$ cat config.mk
export PLATFORM = sky130hd
export DESIGN_NAME = nodeCore
export DESIGN_NICKNAME = d
export VERILOG_FILES = /design/src/hw/nodePkg.sv /design/src/hw/commPorts.sv /design/src/hw/execUnit.sv /design/src/hw/instrDecode.sv /design/src/hw/nodeCore.sv /design/src/hw/progStore.sv /design/src/hw/seqUnit.sv
export SDC_FILE = /design/constraint.sdc
export NUM_CORES = 1
export LEC_CHECK = 0
export BUFFER_PORTS_ARGS = -buffer_cell sky130_fd_sc_hd__buf_2
export CORE_MARGIN = 5
export CORE_UTILIZATION = 57
export CTS_CLUSTER_SIZE = 28
export DETAILED_ROUTE_END_ITERATION = 10
export HOLD_SLACK_MARGIN = 0.06
export PLACE_DENSITY_LB_ADDON = 0.25
export SLEW_MARGIN = 20
export SYNTH_ARGS = -nofsm -noshare
export SYNTH_HDL_FRONTEND = slang
export SYNTH_SLANG_ARGS = --single-unit
$ cat constraint.sdc
create_clock -name clk -period 19.9 [get_ports clk]
set_clock_uncertainty 0.05 [all_clocks]
set_input_delay 3.98 -clock clk [delete_from_list [all_inputs] [get_ports clk]]
set_output_delay 3.98 -clock clk [all_outputs]
set_load 0.03 [all_outputs]
$ cat src/hw/nodePkg.sv
package nodePkg;

   localparam int valueMax = 999;   // Saturation limit of acc and bak
   localparam int portBase = 1000;  // First source code that is not a literal

   typedef logic signed [10:0] valueT;
   typedef logic [15:0]        instrT;
   typedef logic [3:0]         pcT;
   typedef logic [3:0]         dirT;    // Bit 0 left, 1 right, 2 up, 3 down

   // SWP/SAV/NEG/NOP group with code 1111, also returned past the program end
   localparam instrT nopWord = 16'h7FFF;

   // Port kinds share the low two bits with the direction index
   typedef enum logic [2:0] {
      srcLit   = 3'd0,
      srcNil   = 3'd1,
      srcAcc   = 3'd2,
      srcLeft  = 3'd4,
      srcRight = 3'd5,
      srcUp    = 3'd6,
      srcDown  = 3'd7
   } srcE;

   typedef enum logic [2:0] {
      dstNil   = 3'd0,
      dstAcc   = 3'd1,
      dstLeft  = 3'd4,
      dstRight = 3'd5,
      dstUp    = 3'd6,
      dstDown  = 3'd7
   } dstE;

   typedef enum logic [3:0] {
      opMov, opAdd, opSub, opJro,
      opJmp, opJez, opJnz, opJgz, opJlz,
      opSwp, opSav, opNeg, opNop
   } opE;

   typedef struct packed {
      opE    op;
      srcE   src;
      dstE   dst;
      valueT lit;     // Signed literal, valid for srcLit
      pcT    target;  // Absolute jump target
   } decodedT;

   typedef struct packed {
      dirT             rready;
      valueT [3:0]     data;    // Indexed like dirT
   } linkInT;

   typedef struct packed {
      dirT   write;
      dirT   read;
      valueT out;
   } linkOutT;

endpackage

$ cat src/hw/commPorts.sv
module commPorts (
   input  logic             clk,
   input  logic             rst,
   input  nodePkg::decodedT dec,
   input  nodePkg::valueT   operand,
   input  nodePkg::linkInT  linkIn,
   input  nodePkg::dirT     wready,
   output nodePkg::linkOutT linkOut,
   output nodePkg::valueT   portData,
   output logic             step
);
   import nodePkg::*;

   typedef enum logic {
      stIdle,
      stWriting
   } stateE;

   stateE      state;
   logic [2:0] srcCode;
   logic [2:0] dstCode;
   logic       isPortSrc;
   logic       isPortDst;
   logic       srcReady;
   logic       loadOut;
   logic       writeDone;
   dirT        srcSel;
   dirT        dstSel;
   dirT        readVec;
   dirT        writeReg;
   valueT      outReg;

   assign srcCode   = dec.src;
   assign dstCode   = dec.dst;
   assign isPortSrc = srcCode[2];  // Port codes 4..7
   assign isPortDst = dstCode[2];

   assign srcSel = isPortSrc ? dirT'(4'b0001 << srcCode[1:0]) : '0;
   assign dstSel = isPortDst ? dirT'(4'b0001 << dstCode[1:0]) : '0;

   assign srcReady = !isPortSrc || ((srcSel & linkIn.rready) != '0);
   assign portData = linkIn.data[srcCode[1:0]];

   // Source word is consumed once, before any write goes out
   assign readVec = (state == stIdle) ? (srcSel & linkIn.rready) : '0;

   assign loadOut   = (state == stIdle) && isPortDst && srcReady;
   assign writeDone = (state == stWriting) && ((writeReg & wready) != '0);

   assign step = ((state == stIdle) && !isPortDst && srcReady) || writeDone;

   always_ff @(posedge clk or posedge rst) begin
      if (rst) begin
         state    <= stIdle;
         writeReg <= '0;
         outReg   <= '0;
      end else if (loadOut) begin
         state    <= stWriting;
         writeReg <= dstSel;
         outReg   <= operand;
      end else if (writeDone) begin
         state    <= stIdle;
         writeReg <= '0;  // out keeps the last word
      end
   end

   assign linkOut = '{
      write: writeReg,
      read:  readVec,
      out:   outReg
   };

endmodule

$ cat src/hw/execUnit.sv
module execUnit (
   input  logic             clk,
   input  logic             rst,
   input  logic             step,
   input  nodePkg::decodedT dec,
   input  nodePkg::valueT   portData,
   output nodePkg::valueT   operand,
   output nodePkg::valueT   acc
);
   import nodePkg::*;

   localparam logic signed [11:0] wideMax = 12'(valueMax);

   valueT              bak;
   logic signed [11:0] sum;
   logic signed [11:0] diff;
   logic signed [11:0] negAcc;

   function automatic valueT satValue(input logic signed [11:0] v);
      if (v > wideMax) begin
         return valueT'(valueMax);
      end else if (v < -wideMax) begin
         return -valueT'(valueMax);
      end
      return valueT'(v);
   endfunction

   always_comb begin
      case (dec.src)
         srcLit:  operand = dec.lit;
         srcNil:  operand = '0;
         srcAcc:  operand = acc;
         default: operand = portData;
      endcase
   end

   assign sum    = 12'(acc) + 12'(operand);
   assign diff   = 12'(acc) - 12'(operand);  // SUB ACC lands on zero
   assign negAcc = -12'(acc);

   always_ff @(posedge clk or posedge rst) begin
      if (rst) begin
         acc <= '0;
         bak <= '0;
      end else if (step) begin
         case (dec.op)
            opMov: begin
               if (dec.dst == dstAcc) begin
                  acc <= satValue(12'(operand));
               end
            end
            opAdd: acc <= satValue(sum);
            opSub: acc <= satValue(diff);
            opNeg: acc <= satValue(negAcc);
            opSwp: begin
               acc <= bak;
               bak <= acc;
            end
            opSav: bak <= acc;
            default: ;
         endcase
      end
   end

endmodule

$ cat src/hw/instrDecode.sv
module instrDecode (
   input  nodePkg::instrT   instr,
   output nodePkg::decodedT dec
);
   import nodePkg::*;

   valueT       field;
   logic        isLit;
   logic [10:0] code;
   srcE         srcKind;
   dstE         dstKind;

   assign field = valueT'(instr[10:0]);
   assign isLit = field <= valueT'(valueMax);
   assign code  = instr[10:0] - 11'(portBase);

   // ANY, LAST and unused codes fall back to NIL
   always_comb begin
      srcKind = srcNil;
      if (isLit) begin
         srcKind = srcLit;
      end else begin
         case (code)
            11'd1:   srcKind = srcAcc;
            11'd4:   srcKind = srcLeft;
            11'd5:   srcKind = srcRight;
            11'd6:   srcKind = srcUp;
            11'd7:   srcKind = srcDown;
            default: srcKind = srcNil;
         endcase
      end
   end

   always_comb begin
      case (instr[13:11])
         3'd1:    dstKind = dstAcc;
         3'd4:    dstKind = dstLeft;
         3'd5:    dstKind = dstRight;
         3'd6:    dstKind = dstUp;
         3'd7:    dstKind = dstDown;
         default: dstKind = dstNil;
      endcase
   end

   always_comb begin
      dec.op     = opNop;
      dec.src    = srcNil;
      dec.dst    = dstNil;
      dec.lit    = field;
      dec.target = instr[3:0];
      if (!instr[14]) begin
         dec.op  = opMov;
         dec.src = srcKind;
         dec.dst = dstKind;
      end else begin
         case (instr[13:11])
            3'd4: begin
               dec.op  = opAdd;
               dec.src = srcKind;
            end
            3'd5: begin
               dec.op  = opSub;
               dec.src = srcKind;
            end
            3'd6: begin
               dec.op  = opJro;
               dec.src = srcKind;
            end
            3'd7: begin
               case (instr[10:4])
                  7'h7A:   dec.op = opJmp;
                  7'h7B:   dec.op = opJez;
                  7'h7C:   dec.op = opJnz;
                  7'h7D:   dec.op = opJgz;
                  7'h7E:   dec.op = opJlz;
                  7'h7F: begin
                     case (instr[3:0])
                        4'hC:    dec.op = opSwp;
                        4'hD:    dec.op = opSav;
                        4'hE:    dec.op = opNeg;
                        default: dec.op = opNop;
                     endcase
                  end
                  default: dec.op = opNop;
               endcase
            end
            default: dec.op = opNop;
         endcase
      end
   end

endmodule

$ cat src/hw/nodeCore.sv
module nodeCore #(
   parameter int progDepth = 15  // 2 to 16 words
) (
   input  logic             clk,
   input  logic             rst,
   input  logic             load,
   input  nodePkg::pcT      loadAddr,
   input  nodePkg::instrT   loadData,
   input  nodePkg::pcT      loadLength,
   input  nodePkg::linkInT  linkIn,
   input  nodePkg::dirT     wready,
   output nodePkg::linkOutT linkOut
);
   import nodePkg::*;

   instrT   instr;
   pcT      progLength;
   pcT      pc;
   decodedT dec;
   valueT   operand;
   valueT   acc;
   valueT   portData;
   logic    step;

   progStore #(
      .progDepth (progDepth)
   ) u_progStore (
      .clk        (clk),
      .load       (load),
      .loadAddr   (loadAddr),
      .loadData   (loadData),
      .loadLength (loadLength),
      .pc         (pc),
      .instr      (instr),
      .progLength (progLength)
   );

   instrDecode u_instrDecode (
      .instr (instr),
      .dec   (dec)
   );

   commPorts u_commPorts (
      .clk      (clk),
      .rst      (rst),
      .dec      (dec),
      .operand  (operand),
      .linkIn   (linkIn),
      .wready   (wready),
      .linkOut  (linkOut),
      .portData (portData),
      .step     (step)
   );

   execUnit u_execUnit (
      .clk      (clk),
      .rst      (rst),
      .step     (step),
      .dec      (dec),
      .portData (portData),
      .operand  (operand),
      .acc      (acc)
   );

   seqUnit #(
      .progDepth (progDepth)
   ) u_seqUnit (
      .clk        (clk),
      .rst        (rst),
      .step       (step),
      .dec        (dec),
      .operand    (operand),
      .acc        (acc),
      .progLength (progLength),
      .pc         (pc)
   );

endmodule

$ cat src/hw/progStore.sv
module progStore #(
   parameter int progDepth = 15
) (
   input  logic           clk,
   input  logic           load,
   input  nodePkg::pcT    loadAddr,
   input  nodePkg::instrT loadData,
   input  nodePkg::pcT    loadLength,
   input  nodePkg::pcT    pc,
   output nodePkg::instrT instr,
   output nodePkg::pcT    progLength
);
   import nodePkg::*;

   localparam logic [4:0] depth5 = 5'(progDepth);

   instrT mem [progDepth];
   pcT    lengthReg;   // Zero selects the whole store
   logic  inRange;

   always_ff @(posedge clk) begin
      if (load) begin
         if ({1'b0, loadAddr} < depth5) begin
            mem[loadAddr] <= loadData;
         end
         if ({1'b0, loadLength} > depth5) begin
            lengthReg <= pcT'(depth5);
         end else begin
            lengthReg <= loadLength;
         end
      end
   end

   assign inRange = ({1'b0, pc} < depth5) && ((lengthReg == '0) || (pc < lengthReg));

   assign instr      = inRange ? mem[pc] : nopWord;  // Idle slot past the program
   assign progLength = lengthReg;

endmodule

$ cat src/hw/seqUnit.sv
module seqUnit #(
   parameter int progDepth = 15
) (
   input  logic             clk,
   input  logic             rst,
   input  logic             step,
   input  nodePkg::decodedT dec,
   input  nodePkg::valueT   operand,
   input  nodePkg::valueT   acc,
   input  nodePkg::pcT      progLength,
   output nodePkg::pcT      pc
);
   import nodePkg::*;

   localparam logic [4:0] depth5 = 5'(progDepth);

   logic [4:0]         effLen;
   pcT                 lastPc;
   pcT                 pcInc;
   pcT                 jroPc;
   logic signed [11:0] jroSum;
   logic               takeJump;

   // Length zero or above the store means the full store
   assign effLen = ((progLength == '0) || ({1'b0, progLength} > depth5)) ?
                   depth5 : {1'b0, progLength};
   assign lastPc = pcT'(effLen - 5'd1);
   assign pcInc  = (pc >= lastPc) ? '0 : pc + 4'd1;

   assign jroSum = $signed({8'd0, pc}) + 12'(operand);

   always_comb begin
      if (dec.src == srcNil) begin
         jroPc = '0;  // JRO NIL restarts
      end else if (jroSum < 12'sd0) begin
         jroPc = '0;
      end else if (jroSum > $signed({8'd0, lastPc})) begin
         jroPc = lastPc;
      end else begin
         jroPc = pcT'(jroSum);
      end
   end

   always_comb begin
      case (dec.op)
         opJmp:   takeJump = 1'b1;
         opJez:   takeJump = (acc == valueT'(0));
         opJnz:   takeJump = (acc != valueT'(0));
         opJgz:   takeJump = (acc > valueT'(0));
         opJlz:   takeJump = (acc < valueT'(0));
         default: takeJump = 1'b0;
      endcase
   end

   always_ff @(posedge clk or posedge rst) begin
      if (rst) begin
         pc <= '0;
      end else if (step) begin
         if (dec.op == opJro) begin
            pc <= jroPc;
         end else if (takeJump) begin
            pc <= dec.target;
         end else begin
            pc <= pcInc;
         end
      end
   end

endmodule

==> insert_results.sql, run 1 <==
INSERT INTO impl_metrics (metric_group, metric, value, unit) VALUES
('run_status', 'outcome', 'finished clean', ''),
('logic_synthesis', 'post-synth-top-area-fraction', '46.17', '%'),
('clock_network', 'root_buffer', 'sky130_fd_sc_hd__clkbuf_16', ''),
('clock_network', 'htree_levels', '1', ''),
('sta', 'fin_crit_sh', '48.95', '%'),
('clock_network', 'cts_inserted_buffers', '28', ''),
('routing', 'drt-total-wl', '38.94', 'mm'),
('job', 'maxCapViolCount', '0', ''),
('global_routing', 'first_global_vias', '10480', ''),
('routing', 'drt_first_iter_violations', '902', ''),
('floorplan', 'die_y', '171.7', 'um'),
('floorplan', 'floorplan.die_area', '0.02947', 'mm^2'),
('layout', 'design.final.nets', '1434', ''),
('critical_path', 'crit_path_end_kind', 'output pin', ''),
('layout', 'syn2layout_area_growth', '11.34', '%'),
('power', 'switching_share', '47.37', '%'),
('routing', 'antenna_nets_post_route', '0', ''),
('routing', 'wl_met2', '18.87', 'mm'),
('logic_synthesis', 'synth_edf_count', '229', ''),
('critical_path', 'cp_data_required_time', '15.87', 'ns'),
('routing', 'met3WireLength', '2.837', 'mm'),
('power', 'internal_power_consumption', '0.001627', 'W'),
('clock_network', 'clock-sinks', '271', ''),
('floorplan', 'coreArea', '0.02591', 'mm^2'),
('logic_synthesis', 'yosys_most_used_dff', 'sky130_fd_sc_hd__edfxtp_1', ''),
('routing', 'drc_errors', '0', ''),
('floorplan', 'initial_utilization', '57.49', '%'),
('power', 'share_clk_of_total_power', '15.7', '%'),
('routing', 'route.detailed.wl_per_inst', '23.40', 'um'),
('sta', 'worst_pin_slew', '1.121', 'ns'),
('layout', 'finalCoreUtilization', '64.01', '%'),
('sta', 'final_period_minus_worst_setup_slack', '9.740', 'ns'),
('sta', 'finalHoldWorstSlack', '0.4217', 'ns'),
('power', 'vdd_drop_max', '0.1733', 'mV'),
('place', 'area_after_detailed_placement', '0.01574', 'mm^2'),
('logic_synthesis', 'ys_ff_latch', '271', ''),
('logic_synthesis', 'ys.warnings.count', '0', ''),
('layout', 'insertedDiodeCount', '0', ''),
('logic_synthesis', 'post_synth_num_cell_types', '102', ''),
('routing', 'routedLengthMet1', '15.72', 'mm'),
('logic_synthesis', 'syn_area', '0.01490', 'mm^2'),
('clock_network', 'postCtsSetupRepairBufs', '0', ''),
('power', 'comb_pwr_share', '60.7', '%'),
('floorplan', 'die-width', '171.7', 'um'),
('clock_network', 'worstSkewPairLatency', '0.54', 'ns'),
('global_routing', 'gr-total-overflow', '0', ''),
('power', 'sequentialPowerShare', '23.5', '%'),
('clock_network', 'ctsHoldBuffers', '0', ''),
('logic_synthesis', 'synthesis.instances', '1206', ''),
('layout', 'post_route_cells_drive_above_1_share', '20.99', '%'),
('critical_path', 'worstPathArrival', '5.71', 'ns'),
('place', 'port-buffer-count', '96', ''),
('logic_synthesis', 'fraction_of_synthesis_flops_using_an_asynchronous_set_or_reset_pin', '15.50', '%'),
('global_routing', 'grt_use_total', '26.50', '%'),
('global_routing', 'antenna_found_initial', '2', ''),
('critical_path', 'critical_path.max_fanout', '49', ''),
('logic_synthesis', 'syn_nets', '1333', ''),
('hold_path', 'type_of_the_most_critical_hold_path', 'reg2reg', ''),
('sta', 'timing.slew.headroom', '25.00', '%'),
('routing', 'routed_vias_inst', '6.289', ''),
('sta', 'fmax', '0.1027', 'GHz'),
('logic_synthesis', 'netlist.top_cell.by_area', 'sky130_fd_sc_hd__edfxtp_1', ''),
('global_routing', 'grt_max_degree', '53', ''),
('clock_network', 'worst_setup_hold_path_clk_slew', '0.07', 'ns'),
('place', 'place.detailed.hpwl', '27.11', 'mm'),
('sta', 'grt_setup_unrepaired', 'false', ''),
('global_routing', 'first_pass_grt_wire_length', '59.78', 'mm'),
('critical_path', 'setup.worst_path.start_class', 'flip-flop', ''),
('place', 'placed_cells', '1612', ''),
('routing', 'top_layer_used', 'met5', ''),
('layout', 'layoutNonFillerInstCount', '1664', '');
## power groups by stage
stage               Clock (W)  Sequential [W]  Combinational, W
global route         0.000518        0.000733           0.00205
detailed placement          0        0.000738           0.00183
global placement            0        0.000735           0.00182
floorplan                   0        0.000723           0.00140
finish               0.000486        0.000728           0.00188
CTS                  0.000494        0.000727           0.00185
## Yosys cell counts (all sizes together) (7+ instances only)
library cell and n:
edfxtp 229, nand2 100, nor2 65, o21ai 56, a21oi 54, mux2i 48
inv 47, ha 45, dfrtp 42, nor3 41, mux4 37, nand3 29
a211oi 27, buf 27, clkbuf 26, xnor2 25, mux2 24, nor2b 21
nand2b 20, o211ai 18, a21o 15, o21bai 14, a31oi 13, o22ai 13
o21a 12, or3 12, or2 10, and2 8, and3 8, o31ai 7
xor2 7
## state kept, by name, summed over array words and instances, names as in the netlist
register,count
u_commPorts.outReg,11
u_commPorts.state,1
u_commPorts.writeReg,4
u_execUnit.acc,11
u_execUnit.bak,11
u_progStore.mem,225
u_progStore.progLength,4
u_seqUnit.pc,4
## cell usage in the layout, fill, tap and decap left out, drive strengths merged, types with 8 or more instances in the layout
cell type,Yosys,layout
a211oi,27,27
a21o,15,15
a21oi,54,54
a31oi,13,13
and2,8,8
and3,8,8
buf,27,124
clkbuf,26,30
clkinv,1,20
dfrtp,42,42
edfxtp,229,229
ha,45,45
inv,47,49
mux2,24,24
mux2i,48,48
mux4,37,37
nand2,100,100
nand2b,20,20
nand3,29,29
nor2,65,65
nor2b,21,21
nor3,41,41
o211ai,18,18
o21a,12,12
o21ai,56,56
o21bai,14,14
o22ai,13,13
or2,10,10
or3,12,12
xnor2,25,25
## metrics by stage
stage          power, W  setup WS (ns)
5_1_grt        0.003304          9.765
3_5_place_dp   0.002570          10.78
6_report       0.003091          10.16
3_3_place_gp   0.002551          10.84
2_1_floorplan  0.002122          11.41
4_1_cts        0.003070          10.20
## cell type report
| type | count | area, um^2 |
|---|---|---|
| clock inverters | 22 | 120.1 |
| inverters | 48 | 180.2 |
| repair buffers | 124 | 690.7 |
| multi-input cells | 834 | 6511 |
| clock buffers | 30 | 729.5 |
| well taps | 335 | 419.2 |
| flip-flops and latches | 271 | 7934 |
| fillers | 1979 | 9326 |
## layer usage
layer	vias up	global-route usage, %
met5	-	0
met4	2	10.40
met3	97	3.769
met2	431	45.04
met1	5074	34.63
li1	4861	-
## kinds of logic (layout without fill, tap and decap cells)
family,Yosys count,count (layout),synth area share (%)
simple gates,349,349,11.95
compound gates,296,296,14.62
flops,271,271,53.22
mux,109,109,10.87
buf+inv,101,224,3.276
fa+ha+maj,48,48,4.183
xor+xnor,32,32,1.882
## critical path, cell delays in order, from the launching register on
cell	delay, ns
sky130_fd_sc_hd__dfrtp_4	0.68
sky130_fd_sc_hd__buf_4	0.67
sky130_fd_sc_hd__mux4_2	0.33
sky130_fd_sc_hd__nand2_1	0.06
sky130_fd_sc_hd__a31oi_1	0.57
sky130_fd_sc_hd__nand2b_1	0.27
sky130_fd_sc_hd__inv_1	0.10
sky130_fd_sc_hd__ha_1	0.31
sky130_fd_sc_hd__o41ai_2	0.47
sky130_fd_sc_hd__o311ai_2	0.27
sky130_fd_sc_hd__a21o_1	0.27
sky130_fd_sc_hd__o21ai_1	0.62
sky130_fd_sc_hd__nand2_1	0.18
sky130_fd_sc_hd__nor2_1	0.13
sky130_fd_sc_hd__buf_2	0.20
## worst paths after layout
kind                                  startpoint               endpoint  slack [ns]  depth (start not counted)
setup reg to reg                 u_seqUnit.pc[1]      u_execUnit.acc[7]       10.66                         31
setup / recovery                 u_seqUnit.pc[1]            linkOut[11]       10.16                         14
min in group asynchronous                    rst        u_seqUnit.pc[1]        3.52                          3
hold reg to reg            u_commPorts.outReg[8]  u_commPorts.outReg[8]        0.42                          2
hold / removal             u_commPorts.outReg[8]  u_commPorts.outReg[8]        0.42                          2
max in group asynchronous                    rst        u_seqUnit.pc[0]       15.82                          3
No activity file was read; power rests on OpenSTA's default activity.
==> inputs of run 2 (changes only) <==
==> constraint.sdc (replaced) <==
create_clock -name clk -period 9.25 [get_ports clk]
set_clock_uncertainty 0.05 [all_clocks]
set_input_delay 1.85 -clock clk [delete_from_list [all_inputs] [get_ports clk]]
set_output_delay 1.85 -clock clk [all_outputs]
set_load 0.03 [all_outputs]
==> run 2 against run 1 <==
Against the previous run:
- final cell count rose by 0.78%
- highest routed layer unchanged
- first-iteration DRC count rose by 0.11%
- final area rose by 1.3%
- critical path type is now reg2reg
==> insert_results.sql, run 2 (synthesis gave the netlist of run 1 again) <==
INSERT INTO impl_metrics (metric_group, metric, value, unit) VALUES
('run_status', 'outcome', 'finished clean', ''),
('floorplan', 'initial_utilization', '57.49', '%'),
('critical_path', 'critical_path.max_fanout', '34', ''),
('floorplan', 'die-width', '171.7', 'um'),
('global_routing', 'first_pass_grt_wire_length', '60.13', 'mm'),
('critical_path', 'setup.worst_path.start_class', 'flip-flop', ''),
('place', 'gp_congestion', '0.8960', ''),
('global_routing', 'first_global_vias', '10390', ''),
('critical_path', 'crit_path_end_kind', 'flip-flop', ''),
('power', 'switching_share', '46.07', '%'),
('layout', 'post_route_cells_drive_above_1_share', '21.76', '%'),
('layout', 'final_cell_mix', '229 x sky130_fd_sc_hd__edfxtp_1, 100 x sky130_fd_sc_hd__nand2_1, 96 x sky130_fd_sc_hd__buf_2, 65 x sky130_fd_sc_hd__nor2_1, 52 x sky130_fd_sc_hd__a21oi_1', ''),
('layout', 'syn2layout_area_growth', '12.83', '%'),
('routing', 'antenna_nets_post_route', '0', ''),
('floorplan', 'std_cell_rows', '59', ''),
('critical_path', 'timing.rr.start', 'u_seqUnit.pc[1]', ''),
('power', 'leakage', '6.233', 'nW'),
('critical_path', 'rr_endpoint', 'u_execUnit.acc[7]', ''),
('clock_network', 'cts_tree', 'built', ''),
('global_routing', 'gr-total-overflow', '0', ''),
('sta', 'worst_pin_slew', '1.113', 'ns'),
('global_routing', 'grt_max_degree', '43', ''),
('layout', 'largest_register_ffs', '225', ''),
('floorplan', 'die_y', '171.7', 'um'),
('power', 'vdd_drop_max', '0.3776', 'mV'),
('critical_path', 'worstPathArrival', '8.93', 'ns'),
('clock_network', 'worstSkewPairLatency', '0.55', 'ns'),
('routing', 'drc_errors', '0', ''),
('place', 'place.detailed.hpwl', '27.53', 'mm'),
('sta', 'setup_violations', '0', ''),
('floorplan', 'pin_count', '98', ''),
('sta', 'timing.slew.headroom', '25.51', '%'),
('clock_network', 'htree_levels', '1', ''),
('sta', 'fin_crit_sh', '92.44', '%'),
('floorplan', 'floorplan.die_area', '0.02947', 'mm^2'),
('clock_network', 'postCtsSetupRepairBufs', '0', ''),
('sta', 'final_period_minus_worst_setup_slack', '8.551', 'ns'),
('critical_path', 'rr_worst_depth', '29', ''),
('clock_network', 'clock-sinks', '271', ''),
('clock_network', 'root_buffer', 'sky130_fd_sc_hd__clkbuf_16', ''),
('clock_network', 'ctsHoldBuffers', '0', ''),
('critical_path', 'cp_data_required_time', '9.63', 'ns'),
('place', 'port-buffer-count', '96', ''),
('layout', 'finalCoreUtilization', '64.86', '%'),
('routing', 'routed_vias_inst', '6.302', ''),
('sta', 'final-max-slew-violation-count', '0', ''),
('critical_path', 'cp-endpoint', 'u_execUnit.acc[7]', ''),
('global_routing', 'antenna_found_initial', '1', ''),
('routing', 'drt-pass1-iter-count', '5', ''),
('place', 'placed_cells', '1627', ''),
('power', 'share_clk_of_total_power', '16.9', '%'),
('critical_path', 'timing.critical_path.from', 'u_seqUnit.pc[1]', ''),
('critical_path', 'criticalPathCategory', 'reg2reg', ''),
('layout', 'layout.filler_cells', '1941', ''),
('power', 'internal_power_consumption', '0.003688', 'W'),
('job', 'maxCapViolCount', '0', ''),
('routing', 'drt-total-wl', '39.17', 'mm'),
('layout', 'layout_commonest_cell', 'sky130_fd_sc_hd__edfxtp_1', ''),
('global_routing', 'grt_use_total', '26.64', '%'),
('power', 'power.switching', '0.003150', 'W'),
('routing', 'num_vias', '10570', ''),
('critical_path', 'rrSetupSlack', '0.70', 'ns'),
('place', 'post-place-ws', '0.8031', 'ns'),
('floorplan', 'coreArea', '0.02591', 'mm^2'),
('clock_network', 'cts_max_path_buffers', '3', ''),
('clock_network', 'worst_setup_hold_path_clk_slew', '0.06', 'ns'),
('sta', 'endpoints_failing_hold', '0', ''),
('sta', 'fin_setup_tns', '0', 'ns'),
('clock_network', 'cts_inserted_buffers', '27', ''),
('layout', 'insertedDiodeCount', '0', ''),
('critical_path', 'max_stage_delay', '0.76', 'ns'),
('sta', 'fmax', '0.1169', 'GHz'),
('routing', 'drt_first_iter_violations', '903', ''),
('power', 'power.density_cell_area', '406.9', 'mW/mm^2'),
('power', 'total_power', '0.006838', 'W'),
('critical_path', 'worst_path_max_delay_cell', 'sky130_fd_sc_hd__dfrtp_4', ''),
('layout', 'layoutNonFillerInstCount', '1677', ''),
('layout', 'top_register', 'u_progStore.mem', ''),
('sta', 'grt_setup_unrepaired', 'false', ''),
('layout', 'design.final.nets', '1448', ''),
('power', 'comb_pwr_share', '59.5', '%'),
('sta', 'post-route-worst-setup-slack', '0.6990', 'ns'),
('hold_path', 'type_of_the_most_critical_hold_path', 'reg2reg', ''),
('clock_network', 'post_cts_resize_count', '0', ''),
('routing', 'route.detailed.wl_per_inst', '23.36', 'um'),
('power', 'sequentialPowerShare', '23.5', '%');
run 2: cell count changes in the layout (fill, tap and decap cells not counted), moves of 2 or more:
| cell | delta |
|---|---|
| sky130_fd_sc_hd__buf_4 | +14 |
| sky130_fd_sc_hd__bufinv_16 | +5 |
| sky130_fd_sc_hd__clkbuf_1 | +7 |
| sky130_fd_sc_hd__clkbuf_16 | -2 |
| sky130_fd_sc_hd__clkbuf_8 | +2 |
| sky130_fd_sc_hd__clkinv_1 | -8 |
| sky130_fd_sc_hd__clkinv_2 | -3 |
| sky130_fd_sc_hd__clkinv_4 | -2 |
| sky130_fd_sc_hd__inv_6 | -3 |
run 2: worst min-delay path by stage:
stage / start / end / slack [ns] / depth (start not counted)
3_5_place_dp: u_commPorts.outReg[6] / u_commPorts.outReg[6] / 0.42 / 2
3_3_place_gp: u_commPorts.outReg[0] / u_commPorts.outReg[0] / 0.41 / 2
4_1_cts: u_commPorts.outReg[6] / u_commPorts.outReg[6] / 0.43 / 2
2_1_floorplan: u_execUnit.bak[5] / u_execUnit.bak[5] / 0.43 / 1
5_1_grt: u_commPorts.outReg[4] / u_commPorts.outReg[4] / 0.47 / 2
6_report: u_commPorts.outReg[6] / u_commPorts.outReg[6] / 0.43 / 2
run 2: stage by stage:
step	area (um^2)	hold WS [ns]
global route	16810	0.4734
detailed placement	15860	0.4196
global placement	15860	0.4084
CTS	16810	0.4333
finish	16810	0.4276
floorplan	14900	0.4296
run 2: power groups by stage:
stage	logic [W]	clock network, W	registers [W]
final	0.00407	0.00116	0.00161
after global routing	0.00447	0.00123	0.00162
after CTS	0.00403	0.00117	0.00160
after detailed placement	0.00399	0	0.00163
after global placement	0.00395	0	0.00163
after floorplan	0.00301	0	0.00156
run 2: final cells by class:
type	instances	area [um^2]	area share, %
inverter	48	180.2	1.072
timing repair buffer	139	815.8	4.854
multi-input combinational	834	6515	38.77
clock inverter	13	209.0	1.243
sequential	271	7934	47.21
clock buffer	37	733.2	4.363
tap	335	419.2	2.494
run 2: metal layers:
layer / global-route usage, % / routed length [um] / vias up
met2: 46.47 / 19440 / 436
met1: 35.13 / 15610 / 5155
li1: - / - / 4902
met3: 3.976 / 3098 / 74
met4: 7.062 / 1010 / 2
met5: 0 / 13 / -
run 2: worst max-delay path, delay by kind of cell, from the launching register on:
family	cells	cell delay (ns)
XOR/XNOR	1	0.21
flip-flops	1	0.76
AND/OR/NAND/NOR	4	1.32
adder cells (fa/ha/maj)	1	0.38
buffers and inverters	3	1.00
multiplexers	5	1.82
AO/OA/AOI/OAI	15	2.83
